### config.mk
export PLATFORM = sky130hd
export DESIGN_NAME = bflyNet
export DESIGN_NICKNAME = d
export VERILOG_FILES = /design/src/hdl/bflyPkg.sv /design/src/hdl/bflyNet.sv /design/src/hdl/bflyStage.sv /design/src/hdl/bflySwitch.sv
export SDC_FILE = /design/constraint.sdc
export NUM_CORES = 1
export LEC_CHECK = 0
export BUFFER_PORTS_ARGS = -buffer_cell sky130_fd_sc_hd__buf_4
export CAP_MARGIN = 20
export CORE_ASPECT_RATIO = 0.6
export CORE_MARGIN = 5
export CORE_UTILIZATION = 30
export CTS_BUF_LIST = sky130_fd_sc_hd__clkbuf_4
export DETAILED_ROUTE_END_ITERATION = 8
export GPL_TIMING_DRIVEN = 0
export SLEW_MARGIN = 30
export SYNTH_ARGS = -nofsm -noshare
export SYNTH_HDL_FRONTEND = slang
export SYNTH_HIERARCHICAL = 1
export SYNTH_SLANG_ARGS = --single-unit
### constraint.sdc
create_clock -name clk_i -period 4.3 [get_ports clk_i]
set_clock_uncertainty 0.05 [all_clocks]
set_input_delay 0 -clock clk_i [delete_from_list [all_inputs] [get_ports clk_i]]
set_output_delay 0 -clock clk_i [all_outputs]
set_load 0.01 [all_outputs]
### src/hdl/bflyPkg.sv
// Shared sizes and types of the butterfly network, imported by its modules and the testbench
package bflyPkg;

  // Default number of initiators and of targets
  // Must be a power of two and at least 2, since each stage steers on one address bit
  localparam int unsigned DefNumPorts = 8;

  // Default width of the request data word
  localparam int unsigned DefDataWidth = 16;

  // Round-robin state of a 2x2 switch
  // Names the input that wins the next tie for an output slot
  typedef enum logic {
    PrioUpper = 1'b0,
    PrioLower = 1'b1
  } prioT;

endpackage : bflyPkg

### src/hdl/bflyNet.sv
// Top level of the radix-2 butterfly network, tagging requests and chaining the stages
`timescale 1ns/1ns

module bflyNet
  import bflyPkg::*;
#(
  parameter int unsigned NumPorts  = DefNumPorts,
  parameter int unsigned DataWidth = DefDataWidth
) (
  input  logic                                        clk_i,
  input  logic                                        rstN_i,
  // Initiator side
  input  logic [NumPorts-1:0]                         valid_i,
  output logic [NumPorts-1:0]                         ready_o,
  input  logic [NumPorts-1:0][$clog2(NumPorts)-1:0]   tgtAddr_i,
  input  logic [NumPorts-1:0][DataWidth-1:0]          data_i,
  // Target side
  output logic [NumPorts-1:0]                         valid_o,
  input  logic [NumPorts-1:0]                         ready_i,
  output logic [NumPorts-1:0][$clog2(NumPorts)-1:0]   iniAddr_o,
  output logic [NumPorts-1:0][DataWidth-1:0]          data_o
);

  localparam int unsigned AddrWidth = $clog2(NumPorts);
  localparam int unsigned NumStages = AddrWidth;

  // Index l is the input of stage l, index NumStages the network output
  logic [NumStages:0][NumPorts-1:0]                stValid;
  logic [NumStages:0][NumPorts-1:0]                stReady;
  logic [NumStages:0][NumPorts-1:0][AddrWidth-1:0] stTgtAddr;
  logic [NumStages:0][NumPorts-1:0][AddrWidth-1:0] stIniAddr;
  logic [NumStages:0][NumPorts-1:0][DataWidth-1:0] stData;

  assign stValid[0]   = valid_i;
  assign ready_o      = stReady[0];
  assign stTgtAddr[0] = tgtAddr_i;
  assign stData[0]    = data_i;

  // Each request carries the number of the port it came in on
  for (genvar p = 0; p < NumPorts; p++) begin : genIniTag
    assign stIniAddr[0][p] = AddrWidth'(p);
  end

  for (genvar l = 0; l < NumStages; l++) begin : genStage
    bflyStage #(
      .NumPorts (NumPorts),
      .DataWidth(DataWidth),
      .StageIdx (l)
    ) bflyStage_inst (
      .clk_i    (clk_i),
      .rstN_i   (rstN_i),
      .valid_i  (stValid[l]),
      .ready_o  (stReady[l]),
      .tgtAddr_i(stTgtAddr[l]),
      .iniAddr_i(stIniAddr[l]),
      .data_i   (stData[l]),
      .valid_o  (stValid[l+1]),
      .ready_i  (stReady[l+1]),
      .tgtAddr_o(stTgtAddr[l+1]),
      .iniAddr_o(stIniAddr[l+1]),
      .data_o   (stData[l+1])
    );
  end

  // Target address is fully consumed by the last stage
  assign valid_o              = stValid[NumStages];
  assign stReady[NumStages]   = ready_i;
  assign iniAddr_o            = stIniAddr[NumStages];
  assign data_o               = stData[NumStages];

  if ((NumPorts < 2) || ((1 << $clog2(NumPorts)) != NumPorts)) begin : genParamCheck
    $fatal(1, "bflyNet: NumPorts is %0d but must be a power of two and at least 2", NumPorts);
  end

endmodule : bflyNet

### src/hdl/bflyStage.sv
// One layer of 2x2 switches with the butterfly shuffle that feeds the next layer
`timescale 1ns/1ns

module bflyStage
  import bflyPkg::*;
#(
  parameter int unsigned NumPorts  = DefNumPorts,
  parameter int unsigned DataWidth = DefDataWidth,
  parameter int unsigned StageIdx  = 0
) (
  input  logic                                        clk_i,
  input  logic                                        rstN_i,
  input  logic [NumPorts-1:0]                         valid_i,
  output logic [NumPorts-1:0]                         ready_o,
  input  logic [NumPorts-1:0][$clog2(NumPorts)-1:0]   tgtAddr_i,
  input  logic [NumPorts-1:0][$clog2(NumPorts)-1:0]   iniAddr_i,
  input  logic [NumPorts-1:0][DataWidth-1:0]          data_i,
  output logic [NumPorts-1:0]                         valid_o,
  input  logic [NumPorts-1:0]                         ready_i,
  output logic [NumPorts-1:0][$clog2(NumPorts)-1:0]   tgtAddr_o,
  output logic [NumPorts-1:0][$clog2(NumPorts)-1:0]   iniAddr_o,
  output logic [NumPorts-1:0][DataWidth-1:0]          data_o
);

  localparam int unsigned AddrWidth   = $clog2(NumPorts);
  localparam int unsigned NumStages   = AddrWidth;
  localparam int unsigned NumSwitches = NumPorts / 2;

  logic [NumSwitches-1:0][1:0]                swValid;
  logic [NumSwitches-1:0][1:0]                swReady;
  logic [NumSwitches-1:0][1:0][AddrWidth-1:0] swTgtAddr;
  logic [NumSwitches-1:0][1:0][AddrWidth-1:0] swIniAddr;
  logic [NumSwitches-1:0][1:0][DataWidth-1:0] swData;
  logic                                       seenIn;

  // Lanes 2r and 2r+1 enter switch r
  for (genvar r = 0; r < NumSwitches; r++) begin : genSwitch
    bflySwitch #(
      .NumPorts (NumPorts),
      .DataWidth(DataWidth)
    ) bflySwitch_inst (
      .clk_i    (clk_i),
      .rstN_i   (rstN_i),
      .valid_i  (valid_i[2*r +: 2]),
      .ready_o  (ready_o[2*r +: 2]),
      .tgtAddr_i(tgtAddr_i[2*r +: 2]),
      .iniAddr_i(iniAddr_i[2*r +: 2]),
      .data_i   (data_i[2*r +: 2]),
      .valid_o  (swValid[r]),
      .ready_i  (swReady[r]),
      .tgtAddr_o(swTgtAddr[r]),
      .iniAddr_o(swIniAddr[r]),
      .data_o   (swData[r])
    );
  end

  if (StageIdx < NumStages - 1) begin : genShuffle
    // Block size of the butterfly permutation for this layer
    localparam int unsigned Pow = 2 ** (NumStages - StageIdx - 2);

    for (genvar r = 0; r < NumSwitches; r++) begin : genRow
      for (genvar s = 0; s < 2; s++) begin : genPort
        localparam int unsigned K = Pow * s + (r % Pow) + (r / Pow / 2) * Pow * 2;
        localparam int unsigned J = (r / Pow) % 2;

        assign valid_o[2*K+J]   = swValid[r][s];
        assign tgtAddr_o[2*K+J] = swTgtAddr[r][s];
        assign iniAddr_o[2*K+J] = swIniAddr[r][s];
        assign data_o[2*K+J]    = swData[r][s];
        // Ready comes back through the inverse mapping
        assign swReady[r][s]    = ready_i[2*K+J];
      end
    end
  end else begin : genDirect
    // Last layer faces the targets directly
    for (genvar r = 0; r < NumSwitches; r++) begin : genRow
      for (genvar s = 0; s < 2; s++) begin : genPort
        assign valid_o[2*r+s]   = swValid[r][s];
        assign tgtAddr_o[2*r+s] = swTgtAddr[r][s];
        assign iniAddr_o[2*r+s] = swIniAddr[r][s];
        assign data_o[2*r+s]    = swData[r][s];
        assign swReady[r][s]    = ready_i[2*r+s];
      end
    end
  end

  // Sticky flag once any request has entered this layer
  always_ff @(posedge clk_i) begin
    if (!rstN_i) begin
      seenIn <= 1'b0;
    end else if (|(valid_i & ready_o)) begin
      seenIn <= 1'b1;
    end
  end

  // No output request can appear out of nowhere
  assert property (@(posedge clk_i) disable iff (!rstN_i) (|valid_o) |-> seenIn)
  else $error("bflyStage: stage %0d shows valid before any input", StageIdx);

endmodule : bflyStage

### src/hdl/bflySwitch.sv
// Two-by-two routing switch of the butterfly network, steering on the top target-address bit
`timescale 1ns/1ns

module bflySwitch
  import bflyPkg::*;
#(
  parameter int unsigned NumPorts  = DefNumPorts,
  parameter int unsigned DataWidth = DefDataWidth
) (
  input  logic                                   clk_i,
  input  logic                                   rstN_i,
  // Initiator side
  input  logic [1:0]                             valid_i,
  output logic [1:0]                             ready_o,
  input  logic [1:0][$clog2(NumPorts)-1:0]       tgtAddr_i,
  input  logic [1:0][$clog2(NumPorts)-1:0]       iniAddr_i,
  input  logic [1:0][DataWidth-1:0]              data_i,
  // Target side
  output logic [1:0]                             valid_o,
  input  logic [1:0]                             ready_i,
  output logic [1:0][$clog2(NumPorts)-1:0]       tgtAddr_o,
  output logic [1:0][$clog2(NumPorts)-1:0]       iniAddr_o,
  output logic [1:0][DataWidth-1:0]              data_o
);

  localparam int unsigned AddrWidth = $clog2(NumPorts);

  logic [1:0] dest;
  logic [1:0] canAccept;
  logic [1:0] grant;
  logic [1:0] load;
  logic [1:0] src;
  logic       contested;
  logic       winner;
  prioT       prio;
  logic [1:0] slotValid;

  // Destination output of each input
  assign dest[0] = tgtAddr_i[0][AddrWidth-1];
  assign dest[1] = tgtAddr_i[1][AddrWidth-1];

  // A slot takes a new request when empty or drained this cycle
  assign canAccept = ~slotValid | ready_i;

  // Both inputs fight for the same output
  assign contested = valid_i[0] && valid_i[1] && (dest[0] == dest[1]);
  assign winner    = (prio == PrioUpper) ? 1'b0 : 1'b1;

  always_comb begin
    for (int k = 0; k < 2; k++) begin
      grant[k] = valid_i[k] && canAccept[dest[k]] && (!contested || (winner == 1'(k)));
    end
  end

  assign ready_o = grant;

  // Per output: whether a request is loaded and from which input
  always_comb begin
    for (int o = 0; o < 2; o++) begin
      src[o]  = grant[1] && (dest[1] == 1'(o));
      load[o] = (grant[0] && (dest[0] == 1'(o))) || src[o];
    end
  end

  // Flip the priority only after a tie that was actually granted
  always_ff @(posedge clk_i) begin
    if (!rstN_i) begin
      prio <= PrioUpper;
    end else if (contested && canAccept[dest[0]]) begin
      prio <= (prio == PrioUpper) ? PrioLower : PrioUpper;
    end
  end

  // Slot occupancy
  always_ff @(posedge clk_i) begin
    if (!rstN_i) begin
      slotValid <= 2'b00;
    end else begin
      for (int o = 0; o < 2; o++) begin
        if (load[o]) begin
          slotValid[o] <= 1'b1;
        end else if (ready_i[o]) begin
          slotValid[o] <= 1'b0;
        end
      end
    end
  end

  // Slot payload, address moves up one bit for the next stage
  always_ff @(posedge clk_i) begin
    for (int o = 0; o < 2; o++) begin
      if (load[o]) begin
        tgtAddr_o[o] <= tgtAddr_i[src[o]] << 1;
        iniAddr_o[o] <= iniAddr_i[src[o]];
        data_o[o]    <= data_i[src[o]];
      end
    end
  end

  assign valid_o = slotValid;

  // A stalled output keeps its request unchanged
  for (genvar o = 0; o < 2; o++) begin : genStableChk
    assert property (@(posedge clk_i) disable iff (!rstN_i)
      valid_o[o] && !ready_i[o] |=>
        valid_o[o] && $stable(tgtAddr_o[o]) && $stable(iniAddr_o[o]) && $stable(data_o[o]))
    else $error("bflySwitch: output %0d changed while stalled", o);
  end

  // Only one input may be granted into a slot per cycle
  assert property (@(posedge clk_i) disable iff (!rstN_i)
    !(grant[0] && grant[1] && (dest[0] == dest[1])))
  else $error("bflySwitch: both inputs granted to output %0d", dest[0]);

endmodule : bflySwitch

==> run metrics <==
Final Max Slew Viols=0; internal power=9.74 mW; Flop pwr share=47.7%; Max-Slew Margin vs Limit=51.9%; Core Rows=79; # H-tree levels=4; Synth Instances=1382; Final nets=between 2k and 3k; Final Cell Area=35000 sq um; Synth Area per Inst=about 17 sq um; Hold Fails Final Rpt=0; Die Area=83700 sq um; area of the mapped netlist=23400 sq um; Critical Setup Path Class=reg2reg; most frequent cells in the layout=506 x dlygate4sd3_1, 480 x edfxtp_1, 468 x mux2_2, 369 x buf_4, 183 x clkbuf_4; Max IR drop VDD=0.192 mV; Comb power frac=19.5%; I/O pin count=338; crit path time final=4.05 ns; LEAKAGE=13.0 nW; root cell of the clock tree=clkbuf_4; Sw Pwr=roughly 3.6 mW; Non-Filler Instances=3594; Final Setup Violations=0; number of global-route vias before repair=approximately 18k; delay-heaviest family, CP=simple AND/OR/NAND/NOR gates; worst hold path class=in2reg; core area=77300 sq um; Die Wd=370 um; WL final=just over 80000 um; Detailed Place HPWL=59600 um; drt first pass iters=5; Clock power frac=32.8%; largest net degree at the start of global routing=29; crit end category=flip-flop; DRC errors left=0; Post-DP Area=28200 sq um; initial antenna violation count=14; most frequent cell on the critical path=nand2b_1; Sink Count=516; maximum clock path buffer count=3; CP Launch Type=flip-flop; CTS tree=yes; Overflow after GRT=0; DIE HEIGHT=roughly 230 um; Crit path arrival time=about 4.7 ns; GRT Overall Usage=19.5%; vias post-DR=16.9k; Worst Max-Slew Pin Slew=0.720 ns; DP Cell Count=2837; max-cap violations=0; CTS resizes=0; Net Sw Frac=27.1%; Clk Latency, worst-skew pair=0.98 ns; commonest non-fill, non-tap cell in the layout=dlygate4sd3_1; slack of the critical path=0.250 ns; Crit Path Max Fanout=10; pre-CTS setup slack=a little over 0.8 ns; Area Overhead vs Synth=50.0%; RD Place Congestion=0.880; initial core utilization=a little under a third; CP bufs+invs=2; period utilization=94.2%; Port-buffer cells=~330; RSZ-0062 raised after global routing=no; WP data required=4.93 ns; Routed Antenna Nets=0; DRT iter0 DRCs=1302; highest-delay cell along the critical path=dlygate4sd3_1; first-pass GRT wire length=119000 um; Ys Warns=6; Max Clk Rate=approximately 0.25 GHz; clock slew at reported path FFs=0.07 ns; outcome=complete, no violations; number of CTS-inserted buffers=134; ratio of cells with drive above 1 in the final layout=46.3%; max incr delay on CP=around 0.62 ns; final total power=around 13 mW; Power Density=382 nW/um^2; vias per cell=4.70; worst path cell trace=nand2b_1 -> o21ai_2 -> o21ai_0 -> and2_1 -> nand2b_1 -> o211ai_1 -> o21ai_0 -> and2_1 -> nand2b_1 -> o2111ai_2 -> buf_4 -> mux2_2 -> dlygate4sd3_1; routed len/inst=23.1 um
==> final timing paths <==
check | start | to | slack [ns] | cells after the start
setup / recovery | flip-flop | flip-flop | 0.25 | 13
hold reg to reg | flip-flop | flip-flop | 0.50 | 1
setup reg to reg | flip-flop | flip-flop | 0.25 | 13
hold / removal | tgtAddr_i[23] | flip-flop | 0.35 | 5
==> worst reg2reg max path: cells and delay by family, from the launching register on <==
kind / cells / cell delay, ns
AOI/OAI and AO/OA: 5 / 0.94
buffers and inverters: 2 / 0.94
DFF: 1 / 0.45
muxes: 1 / 0.38
and+or+nand+nor: 5 / 1.01
==> registers in the layout, indices dropped and copies added (netlist names) <==
register and cells:
genStage.bflyStage_inst/genSwitch.bflySwitch_inst/tgtAddr_o 24, genStage.bflyStage_inst/genSwitch.bflySwitch_inst/valid_o 24, genStage.bflyStage_inst/genSwitch.bflySwitch_inst/iniAddr_o 72, genStage.bflyStage_inst/genSwitch.bflySwitch_inst/prio 12
genStage.bflyStage_inst/genSwitch.bflySwitch_inst/data_o 384
==> layout make-up <==
type,instances,area [sq um]
inverters,24,90.1
clock buffers,183,1370
repair buffers,864,8210
diodes,8,20.0
flip-flops and latches,516,15100
multi-input cells,828,7990
well taps,1053,1320
clock inverters,58,352
plain buffers,60,541
fillers,6859,42300
==> timing repair <==
item                       CTS  global route
setup buffers                0             1
setup endpoints to repair    0             7
hold buffers               507             0
hold endpoints to repair   687             0
==> layer usage <==
metal,track usage (%),part of all wire (%),vias to the layer above
li1,-,-,7538
met1,28.4,48,8457
met2,28.9,43,750
met3,5.33,7.8,116
met4,4.75,1.5,14
met5,0,0.10,-
==> through the flow <==
stage          setup TNS [ns]  util [%]  hold slack, ns
2_1_floorplan               0         -          0.0586
3_3_place_gp            -2.92      35.4           0.266
3_5_place_dp                0      36.4           0.265
4_1_cts                     0      45.3           0.179
5_1_grt                     0      45.3           0.261
6_report                    0      45.3           0.349
==> power groups by stage <==
stage               Combinational [mW]  Clock (mW)  Sequential, mW
floorplan                         1.01           0            6.45
global placement                  1.92           0            6.49
detailed placement                2.14           0            6.48
CTS                               2.60        4.58            6.37
global route                      2.76        4.85            6.41
finish                            2.61        4.38            6.37
Power figures use the tool's default switching activity.
